**src/hw/img_capture_pkg.sv**
```systemverilog
`default_nettype none

package img_capture_pkg;

    // ============================================================
    // Widths that carry a meaning
    // ============================================================

    // One sensor sample
    typedef logic [11:0] pixel_t;

    // One word of the capture stream
    typedef logic [15:0] word_t;

    // Highlight or shadow tally
    typedef logic [17:0] stat_count_t;

    // Fletcher-32 result, sum B in [31:16] and sum A in [15:0]
    typedef logic [31:0] checksum_t;

    // ============================================================
    // Bundles
    // ============================================================

    // Registered pixel beat from the input stage
    typedef struct packed {
        logic   fv;
        logic   lv;
        logic   line_end;   // first beat after lv falls
        logic   sample;     // column and line both multiples of four
        pixel_t data;
    } pixel_beat_t;

    // One emitted stream word
    typedef struct packed {
        logic  valid;
        logic  sum;         // word takes part in the checksum
        word_t data;
    } word_beat_t;

    // Capture sequencer states
    typedef enum logic [2:0] {
        cap_idle,
        cap_clear,
        cap_header,
        cap_wait_invalid,
        cap_wait_start,
        cap_frame,
        cap_checksum_lo,
        cap_checksum_hi
    } capture_state_t;

    // Top seven pixel bits used for classification
    localparam logic [6:0] highlight_code = 7'b111_1111;
    localparam logic [6:0] shadow_code    = 7'b000_0000;

endpackage

`default_nettype wire
```
**src/hw/img_capture_top.sv**
```systemverilog
`default_nettype none

module img_capture_top #(
    parameter int  header_words    = 8,
    parameter int  max_image_words = 65536,
    localparam int count_w         = $clog2(max_image_words + 1)
) (
    input  wire                                       clk,
    input  wire                                       rst_n,

    // Command
    input  wire                                       cmd_capture,
    input  img_capture_pkg::word_t [header_words-1:0] cmd_header,

    // Sensor pins
    input  img_capture_pkg::pixel_t                   img_d,
    input  wire                                       img_fv,
    input  wire                                       img_lv,

    // Word stream towards the RAM writer
    output logic                                      out_valid,
    output img_capture_pkg::word_t                    out_data,

    // Status
    output logic                                      capture_done,
    output logic                                      busy,
    output logic [count_w-1:0]                        word_count,
    output img_capture_pkg::stat_count_t              highlight_count,
    output img_capture_pkg::stat_count_t              shadow_count
);
    import img_capture_pkg::*;

    pixel_beat_t pix;
    word_beat_t  word;
    checksum_t   checksum;
    logic        clear;
    logic        frame_active;

    // ============================================================
    // Input sampling
    // ============================================================
    pixel_input_stage u_input (
        .clk    (clk),
        .rst_n  (rst_n),
        .img_d  (img_d),
        .img_fv (img_fv),
        .img_lv (img_lv),
        .pix    (pix)
    );

    // ============================================================
    // Sequencing with checksum and statistics alongside
    // ============================================================
    capture_sequencer #(
        .header_words    (header_words),
        .max_image_words (max_image_words)
    ) u_sequencer (
        .clk          (clk),
        .rst_n        (rst_n),
        .cmd_capture  (cmd_capture),
        .cmd_header   (cmd_header),
        .pix          (pix),
        .checksum     (checksum),
        .word         (word),
        .clear        (clear),
        .frame_active (frame_active),
        .busy         (busy),
        .capture_done (capture_done),
        .word_count   (word_count)
    );

    fletcher_checksum u_checksum (
        .clk      (clk),
        .rst_n    (rst_n),
        .clear    (clear),
        .word     (word),
        .checksum (checksum)
    );

    pixel_stats u_stats (
        .clk             (clk),
        .rst_n           (rst_n),
        .clear           (clear),
        .frame_active    (frame_active),
        .pix             (pix),
        .highlight_count (highlight_count),
        .shadow_count    (shadow_count)
    );

    assign out_valid = word.valid;
    assign out_data  = word.data;

endmodule

`default_nettype wire

```
**src/hw/pixel_stats.sv**
```systemverilog
`default_nettype none

module pixel_stats (
    input  wire                          clk,
    input  wire                          rst_n,
    input  wire                          clear,
    input  wire                          frame_active,
    input  img_capture_pkg::pixel_beat_t pix,
    output img_capture_pkg::stat_count_t highlight_count,
    output img_capture_pkg::stat_count_t shadow_count
);
    import img_capture_pkg::*;

    // ============================================================
    // Sampled pixel classification
    // ============================================================
    logic count_en;

    assign count_en = frame_active && pix.sample;

    always_ff @(posedge clk or negedge rst_n) begin
        if (!rst_n) begin
            highlight_count <= '0;
            shadow_count    <= '0;
        end else if (clear) begin
            highlight_count <= '0;
            shadow_count    <= '0;
        end else if (count_en) begin
            // Only the top seven bits decide
            case (pix.data[11:5])
                highlight_code: highlight_count <= highlight_count + 1'b1;
                shadow_code:    shadow_count    <= shadow_count + 1'b1;
                default: begin
                end
            endcase
        end
    end

    // Outside a clear, one pixel never lands in both bins
    assert property (@(posedge clk) disable iff (!rst_n)
        !$past(clear) |-> !($changed(highlight_count) && $changed(shadow_count)))
        else $error("highlight and shadow counts changed together");

endmodule

`default_nettype wire

```
**src/hw/fletcher_checksum.sv**
```systemverilog
`default_nettype none

module fletcher_checksum (
    input  wire                         clk,
    input  wire                         rst_n,
    input  wire                         clear,
    input  img_capture_pkg::word_beat_t word,
    output img_capture_pkg::checksum_t  checksum
);
    import img_capture_pkg::*;

    word_t sum_a;
    word_t sum_b;
    word_t a_next;

    // Add modulo 65535, both operands already reduced or a raw word
    function automatic word_t mod_add(input word_t x, input word_t y);
        logic [16:0] s;
        s = {1'b0, x} + {1'b0, y};
        if (s >= 17'd65535)
            s = s - 17'd65535;
        return s[15:0];
    endfunction

    assign a_next = mod_add(sum_a, word.data);

    always_ff @(posedge clk or negedge rst_n) begin
        if (!rst_n) begin
            sum_a <= '0;
            sum_b <= '0;
        end else if (clear) begin
            sum_a <= '0;
            sum_b <= '0;
        end else if (word.valid && word.sum) begin
            sum_a <= a_next;
            // B follows the new value of A
            sum_b <= mod_add(sum_b, a_next);
        end
    end

    assign checksum = {sum_b, sum_a};

    // Both sums remain reduced across every update
    assert property (@(posedge clk) disable iff (!rst_n)
        (sum_a != 16'hffff) && (sum_b != 16'hffff))
        else $error("fletcher sum left its modulo range");

endmodule

`default_nettype wire

```
**src/hw/capture_sequencer.sv**
```systemverilog
`default_nettype none

module capture_sequencer #(
    parameter int  header_words    = 8,
    parameter int  max_image_words = 65536,
    localparam int count_w         = $clog2(max_image_words + 1)
) (
    input  wire                                           clk,
    input  wire                                           rst_n,
    input  wire                                           cmd_capture,
    input  img_capture_pkg::word_t [header_words-1:0]     cmd_header,
    input  img_capture_pkg::pixel_beat_t                  pix,
    input  img_capture_pkg::checksum_t                    checksum,
    output img_capture_pkg::word_beat_t                   word,
    output logic                                          clear,
    output logic                                          frame_active,
    output logic                                          busy,
    output logic                                          capture_done,
    output logic [count_w-1:0]                            word_count
);
    import img_capture_pkg::*;

    localparam int hdr_w = (header_words > 1) ? $clog2(header_words) : 1;

    capture_state_t state;
    capture_state_t state_next;

    // Header words with word 0 in the top slot
    word_t [header_words-1:0] hdr_sr;
    logic [hdr_w-1:0]         hdr_left;

    // Decoded emission for the coming edge
    logic  emit;
    logic  emit_sum;
    word_t emit_data;
    word_t pixel_word;

    // Registered word stream
    logic  valid_q;
    logic  sum_q;
    word_t data_q;

    // Low byte of the pixel goes first on the wire
    assign pixel_word = {pix.data[7:0], 4'b0000, pix.data[11:8]};

    // Beats of the frame being captured
    assign frame_active = pix.fv && (state == cap_wait_start || state == cap_frame);

    // ============================================================
    // Next state and word selection
    // ============================================================
    always_comb begin
        state_next = state;
        emit       = 1'b0;
        emit_sum   = 1'b1;
        emit_data  = pixel_word;

        case (state)
            cap_idle: begin
            end

            cap_clear: begin
                state_next = cap_header;
            end

            cap_header: begin
                emit      = 1'b1;
                emit_data = hdr_sr[header_words-1];
                if (hdr_left == '0)
                    state_next = cap_wait_invalid;
            end

            // Skip a frame that was already running at the command
            cap_wait_invalid: begin
                if (!pix.fv)
                    state_next = cap_wait_start;
            end

            cap_wait_start: begin
                emit = frame_active && pix.lv;
                if (pix.fv)
                    state_next = cap_frame;
            end

            cap_frame: begin
                emit = frame_active && pix.lv;
                if (!pix.fv)
                    state_next = cap_checksum_lo;
            end

            // Checksum halves go out byte-swapped with sum A first
            cap_checksum_lo: begin
                emit       = 1'b1;
                emit_sum   = 1'b0;
                emit_data  = {checksum[7:0], checksum[15:8]};
                state_next = cap_checksum_hi;
            end

            cap_checksum_hi: begin
                emit       = 1'b1;
                emit_sum   = 1'b0;
                emit_data  = {checksum[23:16], checksum[31:24]};
                state_next = cap_idle;
            end

            default: begin
                state_next = cap_idle;
            end
        endcase

        // A new command wins over whatever is in flight
        if (cmd_capture) begin
            state_next = cap_clear;
            emit       = 1'b0;
        end
    end

    // ============================================================
    // Control registers
    // ============================================================
    always_ff @(posedge clk or negedge rst_n) begin
        if (!rst_n) begin
            state        <= cap_idle;
            valid_q      <= 1'b0;
            clear        <= 1'b0;
            capture_done <= 1'b0;
            busy         <= 1'b0;
            hdr_left     <= '0;
            word_count   <= '0;
        end else begin
            state        <= state_next;
            valid_q      <= emit;
            clear        <= (state == cap_clear) && !cmd_capture;
            capture_done <= (state == cap_checksum_hi) && !cmd_capture;

            if (cmd_capture)
                busy <= 1'b1;
            else if (capture_done)
                busy <= 1'b0;

            if (state == cap_clear)
                hdr_left <= hdr_w'(header_words - 1);
            else if (state == cap_header)
                hdr_left <= hdr_left - 1'b1;

            // Checksum words are counted as well
            if (state == cap_clear)
                word_count <= '0;
            else if (valid_q)
                word_count <= word_count + 1'b1;
        end
    end

    // Header and word payload
    always_ff @(posedge clk) begin
        if (state == cap_clear)
            hdr_sr <= cmd_header;
        else if (state == cap_header)
            hdr_sr <= hdr_sr << $bits(word_t);
        sum_q  <= emit_sum;
        data_q <= emit_data;
    end

    assign word = '{valid: valid_q, sum: sum_q, data: data_q};

    // In idle the only word left on the stream is the closing checksum word
    assert property (@(posedge clk) disable iff (!rst_n)
        ((state == cap_idle) && valid_q) |-> capture_done)
        else $error("word emitted from idle");

    // Done rides on an unsummed checksum word
    assert property (@(posedge clk) disable iff (!rst_n)
        capture_done |-> (valid_q && !sum_q))
        else $error("capture_done outside checksum_hi");

endmodule

`default_nettype wire

```
**src/hw/pixel_input_stage.sv**
```systemverilog
`default_nettype none

module pixel_input_stage (
    input  wire                          clk,
    input  wire                          rst_n,
    input  img_capture_pkg::pixel_t      img_d,
    input  wire                          img_fv,
    input  wire                          img_lv,
    output img_capture_pkg::pixel_beat_t pix
);
    import img_capture_pkg::*;

    // ============================================================
    // Pin registers
    // ============================================================
    logic   fv_q;
    logic   lv_q;
    logic   line_end_q;
    logic   sample_q;
    pixel_t data_q;

    // Position of the pixel now on the pins, modulo four
    logic [1:0] col_phase;
    logic [1:0] line_phase;

    // Registered lv is still high while the pin has already dropped
    logic lv_fall;

    assign lv_fall = lv_q && !img_lv;

    always_ff @(posedge clk or negedge rst_n) begin
        if (!rst_n) begin
            fv_q       <= 1'b0;
            lv_q       <= 1'b0;
            line_end_q <= 1'b0;
            sample_q   <= 1'b0;
            col_phase  <= 2'd0;
            line_phase <= 2'd0;
        end else begin
            fv_q       <= img_fv;
            lv_q       <= img_lv;
            line_end_q <= lv_fall;

            // Phases are taken before they advance for this pixel
            sample_q <= img_lv && (col_phase == 2'd0) && (line_phase == 2'd0);

            // Column phase restarts at every line
            if (!img_lv)
                col_phase <= 2'd0;
            else
                col_phase <= col_phase + 2'd1;

            // Line phase restarts at every frame
            if (!img_fv)
                line_phase <= 2'd0;
            else if (lv_fall)
                line_phase <= line_phase + 2'd1;
        end
    end

    // Pixel payload
    always_ff @(posedge clk) begin
        data_q <= img_d;
    end

    assign pix = '{
        fv:       fv_q,
        lv:       lv_q,
        line_end: line_end_q,
        sample:   sample_q,
        data:     data_q
    };

endmodule

`default_nettype wire

```
**config.mk**
```make
export PLATFORM = sky130hd
export DESIGN_NAME = img_capture_top
export DESIGN_NICKNAME = d
export VERILOG_FILES = /design/src/hw/img_capture_pkg.sv /design/src/hw/img_capture_top.sv /design/src/hw/pixel_stats.sv /design/src/hw/fletcher_checksum.sv /design/src/hw/capture_sequencer.sv /design/src/hw/pixel_input_stage.sv
export SDC_FILE = /design/constraint.sdc
export NUM_CORES = 1
export LEC_CHECK = 0
export BUFFER_PORTS_ARGS = -buffer_cell sky130_fd_sc_hd__buf_4
export CAP_MARGIN = 20
export CORE_UTILIZATION = 52
export DETAILED_ROUTE_END_ITERATION = 8
export PLACE_DENSITY = 0.77
export SLEW_MARGIN = 10
export SYNTH_ARGS = -nofsm -noshare
export SYNTH_HDL_FRONTEND = slang
export SYNTH_SLANG_ARGS = --single-unit
```
**constraint.sdc**
```tcl
create_clock -name clk -period 7.45 [get_ports clk]
set_input_delay 1.49 -clock clk [delete_from_list [all_inputs] [get_ports clk]]
set_output_delay 1.49 -clock clk [all_outputs]
set_load 0.01 [all_outputs]
```
==> results.tsv, run 1 <==
stage	metric	value	unit
outcome	status	completed	
power_and_ir_drop	combinational power share	31.2	%
yosys	Synth Area in Compound Gates	11.05	%
sta	Final Max Slew Viols	0	
cts	CTS tree	yes	
drt	Initial DRT Pass Iterations	5	
drt	Vias/cell	5.631	
cts	CTS Hold Bufs	0	
cts	CTS Buf Count	28	
power_and_ir_drop	Final Power	4.644	mW
setup_path	Setup crit end kind	flop	
sta	Final Cycle Share	89.11	%
setup_path	WP data arrival	7.06	ns
sta	headroom to the max-slew limit	29.38	%
yosys	largest family of logic cells by synthesized area	simple AND/OR/NAND/NOR gates	
yosys	synth top area cells	edfxtp_1 (29%), dfrtp_1 (19%), mux2_2 (10%), dfxtp_1 (4.4%), ha_1 (4.2%)	
power_and_ir_drop	PwrDens	287.7	mW/mm2
drt	DR WL/cell	18.86	um
placed_design	post-DP HPWL	23.87	mm
power_and_ir_drop	clock network fraction of total power	28.4	%
yosys	Synth top area share	28.86	%
worst_hold_path	hold wc startpoint	u_input.col_phase[0]$_DFF_PN0_	
cts	Post-CTS Resized	0	
yosys	cell taking the most area after synthesis	edfxtp_1	
yosys	Post-synth EDFFs	128	
power_and_ir_drop	Switching Fraction	32.93	%
floorplan	row count	58	
yosys	post-synth cell types	70	
floorplan	Ports	217	
placed_design	gpl congestion	0.9093	
cells_and_area	layout cell share with drive strength beyond 1	29.53	%
sta	Tightest Pin Transition	1.059	ns
sta	unrepaired setup endpoints after global routing	no	
yosys	Avg Synthesized Cell Area	11.40	um2
sta	final hold vios	0	
yosys	dominant synthesized flop cell	edfxtp_1	
cts	later-pin clock latency in the skew report	0.54	ns
power_and_ir_drop	Reg power frac	40.4	%
global_routing	Congestion Overflow GR	0	
drt	drt drc	0	
cells_and_area	# fillers	1926	
sta	count of final setup violators	0	
yosys	Post-Synth Adder-Cell Area	4.529	%
yosys	proportion of synthesized area in mux cells	11.45	%
cells_and_area	area delta synth->final	21.24	%
yosys	number of synthesized register bits	259	
power_and_ir_drop	Lkg Pwr	6.939	nW
sta	Fmax achieved	150.6	MHz
cts	Worst-path clk slew	0.06	ns
drt	vias	9730	
cts	CTS root buffer	clkbuf_16	
floorplan	Core Area	0.02518	mm2
yosys	post-synthesis async set-or-reset flop share	39.38	%
global_routing	gr usage total	24.84	%
floorplan	initial core utilization	52.88	%
drt	Final ANT Viol Nets	0	
global_routing	vias in the first global route	9547	
setup_path	worst reg2reg startpoint	u_checksum.sum_a[0]$_DFFE_PN0P_	
setup_path	Crit Path Category	reg2reg	
global_routing	initial antenna violation count	3	
power_and_ir_drop	internal power	3.115	mW
worst_hold_path	HP Class	reg2reg	
cells_and_area	fin nets	1565	
power_and_ir_drop	maximum VDD drop	0.2058	mV
drt	routed wire length	32.59	mm
global_routing	pin count of the biggest net entering global routing	89	
yosys	Mapped Cells	1168	
floorplan	die width	162.0	um
power_and_ir_drop	Sw Pwr	1.529	mW
yosys	Cell Area, Synth	0.01332	mm2
setup_path	CP Launch Point	u_checksum.sum_a[0]$_DFFE_PN0P_	
cts	Clock Tree Buf Depth	3	
cts	post-CTS setup buffers	0	
global_routing	first-pass GRT wire length	51.20	mm
yosys	Syn. warnings	0	
setup_path	worst-path fanout max	6	
cts	H-tree depth	1	
placed_design	I/O Buffers	216	
yosys	xor/xnor share of the synthesized area	5.778	%
floorplan	die span in y	162.0	um
run	Max Cap Viol	0	
setup_path	Critical Path RT	7.87	ns
floorplan	die outline area	0.02625	mm2
yosys	post-synthesis sequential area ratio	52.39	%
cts	clk sinks	259	
yosys	syn nets	1360	
setup_path	R2R setup slack	0.81	ns
yosys	Post-Synth Simple-Gate Area	12.62	%
sta	Max Clock Skew	0.01242	ns
drt	1st-iter DRT viols	566	
setup_path	Setup crit start kind	flop	
sta	fin crit period	6.638	ns
sta	setup_tns	0	ns
## path summary, 6_finish.rpt
| check | to | cells after the start |
|---|---|---|
| setup / recovery | u_checksum.sum_b[4]$_DFFE_PN0P_ | 25 |
| hold / removal | u_input.col_phase[0]$_DFF_PN0_ | 1 |
| setup reg to reg | u_checksum.sum_b[4]$_DFFE_PN0P_ | 25 |
| hold reg to reg | u_input.col_phase[0]$_DFF_PN0_ | 1 |
| max in group asynchronous | u_stats.highlight_count[6]$_DFFE_PN0P_ | 2 |
| min in group asynchronous | u_checksum.sum_a[13]$_DFFE_PN0P_ | 1 |
## metal layers
metal / wire length (um) / track usage [%]
met5: 0 / 0
met4: 1288 / 10.59
met3: 2557 / 7.048
met2: 15960 / 42.12
met1: 12780 / 29.48
## worst max-delay path, cell delays in order, from the launching register on
cell and delay (ns):
dfrtp_1 0.36, ha_1 0.19, inv_1 0.06, fa_1 0.40
nor2b_1 0.13, o21a_1 0.14, o211ai_1 0.19, nor4b_1 0.22
nor3b_1 0.43, nand4_2 0.30, nor4_4 0.46, nor2_2 0.10
xnor2_1 0.23, ha_1 0.21, inv_1 0.05, fa_1 0.39
nand2b_1 0.19, a21oi_1 0.16, xor2_1 0.31, nand3_1 0.19
nor3_1 0.44, nand3_1 0.23, nor4_1 0.43, a21oi_1 0.19
o211a_1 0.25, a211o_1 0.26
## cell type report
type,count,area [um2],area share (%)
Antenna cell,3,7.507,0.04650
Clock buffer,41,824.5,5.107
Clock inverter,11,57.56,0.3565
Inverter,28,105.1,0.6510
Multi-Input combinational cell,832,6080,37.65
Sequential cell,259,6977,43.21
Tap cell,330,412.9,2.557
Timing Repair Buffer,224,1682,10.42
## cells by family (layout without fill, tap and decap cells)
| logic type | count (synthesis) | in the layout |
|---|---|---|
| buf+inv | 77 | 304 |
| flops | 259 | 259 |
| simple gates | 345 | 345 |
| fa+ha+maj | 47 | 47 |
| other cells | 0 | 3 |
| xor+xnor | 87 | 87 |
| compound gates | 216 | 216 |
| mux | 137 | 137 |
## state kept, by name, summed over array words and instances, names as in the netlist, 3 cells and up
signal                   flops
u_stats.highlight_count     18
u_stats.shadow_count        18
u_sequencer.hdr_left         3
u_input.data_q              12
u_sequencer.word_count      17
u_sequencer.data_q          16
u_sequencer.hdr_sr         128
u_checksum.sum_a            16
u_sequencer.state            3
u_checksum.sum_b            16
## cells in the final DEF (no fill, tap or decap), drive strengths merged, types with 5 or more instances in the layout
cell type and instances:
a211o 7, a211oi 7, a21o 11, a21oi 60, a22o 16, a31oi 8, and2 24, and3 20
buf 224, clkbuf 41, clkinv 9, dfrtp 102, dfxtp 29, edfxtp 128, ha 45, inv 29
mux2 123, mux2i 14, nand2 82, nand3 36, nand4 19, nor2 108, nor2b 6, nor3 17
nor4 7, o2111ai 5, o211ai 9, o21a 7, o21ai 37, o22ai 24, or3 7, xnor2 42
xor2 45
## synthesized netlist by cell type, drive strengths merged, types with 16 or more instances
cell	n
a21oi	60
a22o	16
and2	24
and3	20
clkbuf	39
dfrtp	102
dfxtp	29
edfxtp	128
ha	45
inv	27
mux2	123
nand2	82
nand3	36
nand4	19
nor2	108
nor3	17
o21ai	37
o22ai	24
xnor2	42
xor2	45
## power groups by stage
stage	Combinational, mW	Sequential (mW)	Clock (mW)
2_1_floorplan	1.07	1.86	0
3_3_place_gp	1.42	1.89	0
3_5_place_dp	1.43	1.90	0
4_1_cts	1.44	1.87	1.35
5_1_grt	1.59	1.89	1.40
6_report	1.45	1.88	1.32
## through the flow
stage	instances	setup slack, ns	hold slack (ns)	instance area [um2]	util [%]
global route	1728	0.3188	0.4341	16150	64.12
detailed placement	1673	0.9344	0.4171	15260	60.58
finish	1728	0.8117	0.4205	16150	64.12
global placement	1673	1.074	0.4154	15260	60.58
floorplan	1168	1.660	0.4024	13320	-
CTS	1725	0.8875	0.4256	16140	64.09
(Power assumes the default switching activity.)
==> inputs of run 2 (changes only) <==
--- a/config.mk
+++ b/config.mk
@@ -7,9 +7,10 @@
 export LEC_CHECK = 0
 export BUFFER_PORTS_ARGS = -buffer_cell sky130_fd_sc_hd__buf_4
 export CAP_MARGIN = 20
-export CORE_UTILIZATION = 52
+export CORE_UTILIZATION = 53
+export CTS_BUF_LIST = sky130_fd_sc_hd__clkbuf_8
 export DETAILED_ROUTE_END_ITERATION = 8
-export PLACE_DENSITY = 0.77
+export PLACE_DENSITY = 0.79
 export SLEW_MARGIN = 10
 export SYNTH_ARGS = -nofsm -noshare
 export SYNTH_HDL_FRONTEND = slang
==> run 2 against run 1 <==
  * Routed wire length rose by 2.7%
  * Combinational power is essentially flat
  * Setup slack better by 0.034 ns
  * Critical path depth is the same
  * Sequential power about the same
  * Cell area about the same
  * Sequential share of layout area is essentially flat
  * Critical path type unchanged
  * Largest power group unchanged
==> results.tsv, run 2 (synthesis gave the netlist of run 1 again) <==
stage	metric	value	unit	change
setup_path	Buf+Inv Stages, Crit Path	2		unchanged
sta	unrepaired setup endpoints after global routing	no		unchanged
setup_path	WP data arrival	7.04	ns	was 7.06 ns
sta	Tightest Pin Transition	1.097	ns	was 1.059 ns
cts	Worst-path clk slew	0.06	ns	about the same
setup_path	Worst path max stage delay	0.50	ns	was 0.46 ns
cts	Post-CTS Resized	0		unchanged
floorplan	die outline area	0.02576	mm2	was 0.02625 mm2
sta	Final Cycle Share	88.65	%	was 89.11%
drt	drt drc	0		unchanged
sta	count of final setup violators	0		unchanged
sta	final hold vios	0		unchanged
drt	1st-iter DRT viols	664		was 566
drt	routed wire length	33.46	mm	was 32.59 mm
sta	Max Clock Skew	0.03094	ns	was 0.01242 ns
cts	post-CTS setup buffers	0		unchanged
global_routing	gr usage total	26.33	%	was 24.84%
cells_and_area	layout cell share with drive strength beyond 1	30.18	%	was 29.53%
drt	DR WL/cell	19.11	um	was 18.86 um
drt	vias	9921		was 9730
floorplan	Ports	217		unchanged
setup_path	Setup crit start kind	flop		unchanged
drt	Final ANT Viol Nets	0		unchanged
power_and_ir_drop	PwrDens	284.8	mW/mm2	was 287.7 mW/mm2
sta	fin crit period	6.605	ns	was 6.638 ns
run	Max Cap Viol	0		unchanged
placed_design	gpl congestion	0.9326		was 0.9093
outcome	status	completed		unchanged
power_and_ir_drop	Lkg Pwr	7.025	nW	was 6.939 nW
cts	CTS Hold Bufs	0		unchanged
sta	setup_tns	0	ns	unchanged
cts	CTS root buffer	clkbuf_8		was clkbuf_16
cells_and_area	max reg flops	128		unchanged
setup_path	Crit Path Category	reg2reg		unchanged
floorplan	die width	160.5	um	was 162.0 um
floorplan	initial core utilization	54.44	%	was 52.88%
sta	Final Max Slew Viols	0		unchanged
setup_path	Setup crit end kind	flop		unchanged
cts	clk sinks	259		unchanged
cts	H-tree depth	2		was 1
cts	later-pin clock latency in the skew report	0.57	ns	was 0.54 ns
floorplan	row count	57		was 58
cells_and_area	top flop regs	u_sequencer.hdr_sr (128), u_stats.highlight_count (18), u_stats.shadow_count (18)		unchanged
cts	Clock Tree Buf Depth	3		unchanged
global_routing	initial antenna violation count	2		was 3
cells_and_area	most flop-heavy register	u_sequencer.hdr_sr		unchanged
sta	headroom to the max-slew limit	26.32	%	was 29.38%
placed_design	I/O Buffers	216		unchanged
global_routing	vias in the first global route	9985		was 9547
setup_path	CP delay by family, top	simple AND/OR/NAND/NOR gates		unchanged
cells_and_area	most frequent cells in the layout	buf_4 (225), edfxtp_1 (128), mux2_2 (123), nor2_1 (106), dfrtp_1 (102)		was buf_4 (224), edfxtp_1 (128), mux2_2 (123), nor2_1 (106), dfrtp_1 (102)
setup_path	slowest CP cell	nor4_4		unchanged
setup_path	Critical Path RT	7.89	ns	was 7.87 ns
drt	Initial DRT Pass Iterations	8		was 5
power_and_ir_drop	maximum VDD drop	0.1626	mV	was 0.2058 mV
floorplan	die span in y	160.5	um	was 162.0 um
sta	hold slack final	0.4316	ns	was 0.4205 ns
floorplan	Core Area	0.02446	mm2	was 0.02518 mm2
global_routing	first-pass GRT wire length	53.46	mm	was 51.20 mm
cts	CTS Buf Count	44		was 28
setup_path	worst-path fanout max	8		was 6
drt	Vias/cell	5.666		was 5.631
global_routing	pin count of the biggest net entering global routing	76		was 89
cts	CTS tree	yes		unchanged
worst_hold_path	HP Class	reg2reg		unchanged
global_routing	Congestion Overflow GR	0		unchanged
sta	Fmax achieved	151.4	MHz	was 150.6 MHz
cells_and_area	leading cell type in the layout, fill and taps excluded	buf_4		unchanged
placed_design	post-DP HPWL	24.30	mm	was 23.87 mm
cells_and_area	area delta synth->final	21.22	%	was 21.24%
cells_and_area	fin nets	1583		was 1565
==> run 2: cell types whose count changed in the layout (fill, tap and decap cells not counted), moves of 2 or more <==
cell,previous run,this run
clkbuf_16,29,0
clkbuf_1,6,0
bufinv_16,0,2
clkbuf_8,5,48
inv_1,27,44
clkinv_2,4,6
==> run 2: power by group <==
group          total (mW)  switching [mW]  internal, mW  leakage (nW)
registers            1.87           0.119          1.76          2.87
logic                1.47           0.871         0.600          3.64
clock network        1.25           0.584         0.667         0.508
total                4.60            1.57          3.02          7.02
==> run 2: path summary, 6_finish.rpt <==
path,to,cells past startpoint,from,slack (ns)
min reg2reg,u_input.col_phase[0]$_DFF_PN0_,1,u_input.col_phase[0]$_DFF_PN0_,0.43
max in group asynchronous,u_checksum.sum_b[8]$_DFFE_PN0P_,2,rst_n,5.29
max,u_checksum.sum_b[8]$_DFFE_PN0P_,25,u_checksum.sum_a[0]$_DFFE_PN0P_,0.85
min in group asynchronous,u_checksum.sum_b[1]$_DFFE_PN0P_,1,rst_n,0.85
min,u_input.col_phase[0]$_DFF_PN0_,1,u_input.col_phase[0]$_DFF_PN0_,0.43
max reg2reg,u_checksum.sum_b[8]$_DFFE_PN0P_,25,u_checksum.sum_a[0]$_DFFE_PN0P_,0.85
==> run 2: stage by stage <==
stage | setup slack (ns) | utilization, % | total power, mW | cells | area [um2]
final | 0.8452 | 65.99 | 4.597 | 1751 | 16140
after global routing | 0.3950 | 65.99 | 4.837 | 1751 | 16140
after CTS | 0.9558 | 65.88 | 4.596 | 1748 | 16120
after detailed placement | 0.9563 | 62.37 | 3.341 | 1668 | 15260
after global placement | 1.130 | 62.37 | 3.310 | 1668 | 15260
after floorplan | 1.660 | - | 2.934 | 1168 | 13320
==> run 2: worst register-to-register path: cells and delay by family (launching register included) <==
| kind | cells | cell delay, ns |
|---|---|---|
| simple gates | 12 | 3.31 |
| flops | 1 | 0.36 |
| fa+ha+maj | 4 | 1.18 |
| buf+inv | 2 | 0.12 |
| compound gates | 5 | 0.99 |
| xor+xnor | 2 | 0.53 |
==> run 2: layout make-up <==
cell class	instances	area, um2
Fill cell	1865	8320
Sequential cell	259	6977
Multi-Input combinational cell	832	6080
Timing Repair Buffer	226	1709
Clock buffer	48	660.6
Tap cell	324	405.4
Clock inverter	32	200.2
Inverter	28	105.1
Antenna cell	2	5.005
==> run 2: routing by layer <==
layer	part of all wire [%]	global-route usage (%)
met3	7.2	6.534
met5	0	0
met4	3.4	11.00
met1	40	31.91
met2	49	44.73
==> inputs of run 3 (changes only) <==
--- a/config.mk
+++ b/config.mk
@@ -5,9 +5,10 @@
 export SDC_FILE = /design/constraint.sdc
 export NUM_CORES = 1
 export LEC_CHECK = 0
+export ABC_AREA = 1
 export BUFFER_PORTS_ARGS = -buffer_cell sky130_fd_sc_hd__buf_4
 export CAP_MARGIN = 20
-export CORE_UTILIZATION = 53
+export CORE_UTILIZATION = 54
 export CTS_BUF_LIST = sky130_fd_sc_hd__clkbuf_8
 export DETAILED_ROUTE_END_ITERATION = 8
 export PLACE_DENSITY = 0.79
==> run 3 against run 2 <==
  * Power rose by 73%
  * Combinational power grew to 2.8 times the previous value
  * Cell area up 6.3%
  * Via count increased by 32%
  * Sequential cell count unchanged
  * Clock power increased by 5%
  * Die area up 5.7%
  * Highest routed layer unchanged
  * Sequential share of layout area fell by 2.6 points
  * Critical endpoint is now u_checksum.sum_b[2]$_DFFE_PN0P_
  * Largest power group is now combinational cells
==> results.tsv, run 3 <==
stage	metric	value	unit	change
yosys	post-synth cell types	48		was 70
cts	clk sinks	259		unchanged
cts	CTS tree	yes		unchanged
placed_design	dpl cell area	0.01625	mm2	was 0.01526 mm2
cells_and_area	fin nets	2256		was 1583
run	Max Cap Viol	0		unchanged
placed_design	I/O Buffers	216		unchanged
setup_path	Worst path max stage delay	0.51	ns	was 0.50 ns
setup_path	Setup crit end kind	flop		unchanged
yosys	Post-synth EDFFs	128		unchanged
cts	CTS Buf Count	43		was 44
global_routing	initial antenna violation count	0		was 2
drt	vias	13060		was 9921
power_and_ir_drop	maximum VDD drop	0.2406	mV	was 0.1626 mV
sta	Final Cycle Share	81.48	%	was 88.65%
cts	CTS Hold Bufs	0		unchanged
floorplan	Core Area	0.02606	mm2	was 0.02446 mm2
floorplan	row count	59		was 57
cells_and_area	max reg flops	128		unchanged
drt	DR WL/cell	16.84	um	was 19.11 um
cts	Clock Tree Buf Depth	3		unchanged
yosys	Cell Area, Synth	0.01435	mm2	was 0.01332 mm2
placed_design	gpl congestion	0.9396		was 0.9326
setup_path	Critical Path RT	7.88	ns	was 7.89 ns
drt	Initial DRT Pass Iterations	6		was 8
yosys	top cells by count, synth	nand2_1 (730), inv_1 (194), nand3_1 (134), edfxtp_1 (128), nor2_1 (108)		was edfxtp_1 (128), mux2_2 (123), nor2_1 (107), dfrtp_1 (102), nand2_1 (82)
cts	H-tree depth	2		unchanged
placed_design	post-DP HPWL	31.01	mm	was 24.30 mm
sta	final worst slack	1.380	ns	was 0.8452 ns
cts	post-CTS setup buffers	0		unchanged
yosys	post-synthesis async set-or-reset flop share	39.38	%	unchanged
yosys	Avg Synthesized Cell Area	7.769	um2	was 11.40 um2
cts	Post-CTS Resized	0		unchanged
yosys	post-synthesis sequential area ratio	48.62	%	was 52.39%
placed_design	Setup WS pre-CTS	1.482	ns	was 0.9563 ns
yosys	cell taking the most area after synthesis	edfxtp_1		unchanged
power_and_ir_drop	Lkg Pwr	8.600	nW	was 7.025 nW
sta	Max Clock Skew	0.01638	ns	was 0.03094 ns
floorplan	die outline area	0.02723	mm2	was 0.02576 mm2
global_routing	Congestion Overflow GR	0		unchanged
cts	CTS root buffer	clkbuf_8		unchanged
setup_path	Setup crit start kind	flop		unchanged
global_routing	vias in the first global route	12390		was 9985
worst_hold_path	HP Class	reg2reg		unchanged
setup_path	Crit Path Category	reg2reg		unchanged
drt	Vias/cell	5.367		was 5.666
floorplan	die span in y	165.0	um	was 160.5 um
sta	Final Max Slew Viols	0		unchanged
setup_path	worst-path fanout max	20		was 8
sta	unrepaired setup endpoints after global routing	no		unchanged
yosys	Mapped Cells	1847		was 1168
yosys	most common cell in the netlist	nand2_1		was edfxtp_1
drt	drt drc	0		unchanged
sta	final hold vios	0		unchanged
cells_and_area	leading cell type in the layout, fill and taps excluded	nand2_1		was buf_4
drt	Final ANT Viol Nets	0		unchanged
outcome	status	completed		unchanged
power_and_ir_drop	PwrDens	463.8	mW/mm2	was 284.8 mW/mm2
drt	routed wire length	40.98	mm	was 33.46 mm
floorplan	Ports	217		unchanged
cells_and_area	most flop-heavy register	u_sequencer.hdr_sr		unchanged
cells_and_area	antenna diode count	0		was 2
sta	count of final setup violators	0		unchanged
sta	headroom to the max-slew limit	26.17	%	was 26.32%
cells_and_area	fin area	0.01716	mm2	was 0.01614 mm2
yosys	dominant synthesized flop cell	edfxtp_1		unchanged
yosys	Synth top area share	26.79	%	was 28.86%
setup_path	slowest CP cell	nand3_2		was nor4_4
sta	fin crit period	6.070	ns	was 6.605 ns
cells_and_area	final std cells w/o fill	2433		was 1751
global_routing	pin count of the biggest net entering global routing	100		was 76
setup_path	Buf+Inv Stages, Crit Path	4		was 2
sta	setup_tns	0	ns	unchanged
yosys	number of synthesized register bits	259		unchanged
cells_and_area	layout cell share with drive strength beyond 1	15.63	%	was 30.18%
cells_and_area	most frequent cells in the layout	nand2_1 (729), buf_4 (224), inv_1 (206), nand3_1 (133), edfxtp_1 (128)		was buf_4 (225), edfxtp_1 (128), mux2_2 (123), nor2_1 (106), dfrtp_1 (102)
global_routing	first-pass GRT wire length	63.96	mm	was 53.46 mm
sta	hold slack final	0.4573	ns	was 0.4316 ns
cells_and_area	top flop regs	u_sequencer.hdr_sr (128), u_stats.highlight_count (18), u_stats.shadow_count (18)		unchanged
placed_design	Post-Place Cells	2354		was 1668
floorplan	initial core utilization	55.06	%	was 54.44%
setup_path	CP delay by family, top	simple AND/OR/NAND/NOR gates		unchanged
global_routing	gr usage total	30.53	%	was 26.33%
cts	Worst-path clk slew	0.06	ns	about the same
setup_path	WP data arrival	6.50	ns	was 7.04 ns
yosys	Syn. warnings	0		unchanged
cells_and_area	area delta synth->final	19.57	%	was 21.22%
drt	1st-iter DRT viols	1009		was 664
sta	Fmax achieved	164.7	MHz	was 151.4 MHz
yosys	syn nets	2039		was 1360
sta	Tightest Pin Transition	1.103	ns	was 1.097 ns
yosys	synth top area cells	edfxtp_1 (27%), nand2_1 (19%), dfrtp_1 (18%), inv_1 (5.1%), nand3_1 (4.7%)		was edfxtp_1 (29%), dfrtp_1 (19%), mux2_2 (10%), dfxtp_1 (4.4%), ha_1 (4.2%)
floorplan	die width	165.0	um	was 160.5 um
cts	later-pin clock latency in the skew report	0.55	ns	was 0.57 ns
==> run 3: power by group <==
part	switching (mW)	total (mW)	internal [mW]
Sequential	0.276	2.59	2.31
Combinational	2.85	4.06	1.21
Clock	0.586	1.31	0.727
Total	3.71	7.96	4.25
==> run 3: routing by layer <==
metal	share of wire, %	GRT usage, %
met4	4.3	13.89
met2	47	49.90
met3	7.9	7.007
met5	0	0
met1	41	38.41
==> run 3: final cells by class <==
type / instances / area, um2
inverter: 199 / 748.2
multi-input combinational: 1337 / 6421
clock buffer: 54 / 743.2
sequential: 259 / 6977
tap: 335 / 419.2
fill: 2256 / 8902
clock inverter: 25 / 166.4
timing repair buffer: 224 / 1682
==> run 3: through the flow <==
step	util, %	power, mW
after floorplan	-	5.461
after global placement	62.35	6.566
after detailed placement	62.35	6.612
after CTS	65.84	7.937
after global routing	65.84	8.549
final	65.84	7.957
==> run 3: worst paths after layout <==
check | cells past startpoint | to | slack (ns) | start
min in group asynchronous | 1 | u_sequencer.word_count[6]$_DFFE_PN0P_ | 0.98 | rst_n
min | 1 | u_input.col_phase[0]$_DFF_PN0_ | 0.46 | u_input.col_phase[0]$_DFF_PN0_
max reg2reg | 30 | u_checksum.sum_b[2]$_DFFE_PN0P_ | 1.38 | u_checksum.sum_a[0]$_DFFE_PN0P_
max | 30 | u_checksum.sum_b[2]$_DFFE_PN0P_ | 1.38 | u_checksum.sum_a[0]$_DFFE_PN0P_
min reg2reg | 1 | u_input.col_phase[0]$_DFF_PN0_ | 0.46 | u_input.col_phase[0]$_DFF_PN0_
max in group asynchronous | 2 | u_checksum.sum_a[2]$_DFFE_PN0P_ | 5.29 | rst_n
==> run 3: cells by family (layout without fill, tap and decap cells) <==
kind of cell,Yosys count,after routing,synth area share (%)
and+or+nand+nor,1124,1124,33.21
DFF,259,259,48.62
buffers and inverters,251,502,6.784
AOI/OAI and AO/OA,140,140,5.546
adders and majority gates,47,47,4.203
xor gates and xnor gates,26,26,1.639
==> run 3: worst reg2reg max path, delay by kind of cell, from the launching register on <==
kind / cells / cell delay [ns]
AO/OA/AOI/OAI: 1 / 0.16
adder cells (fa/ha/maj): 5 / 1.52
buffers and inverters: 4 / 0.34
flip-flops: 1 / 0.40
AND/OR/NAND/NOR: 20 / 3.54
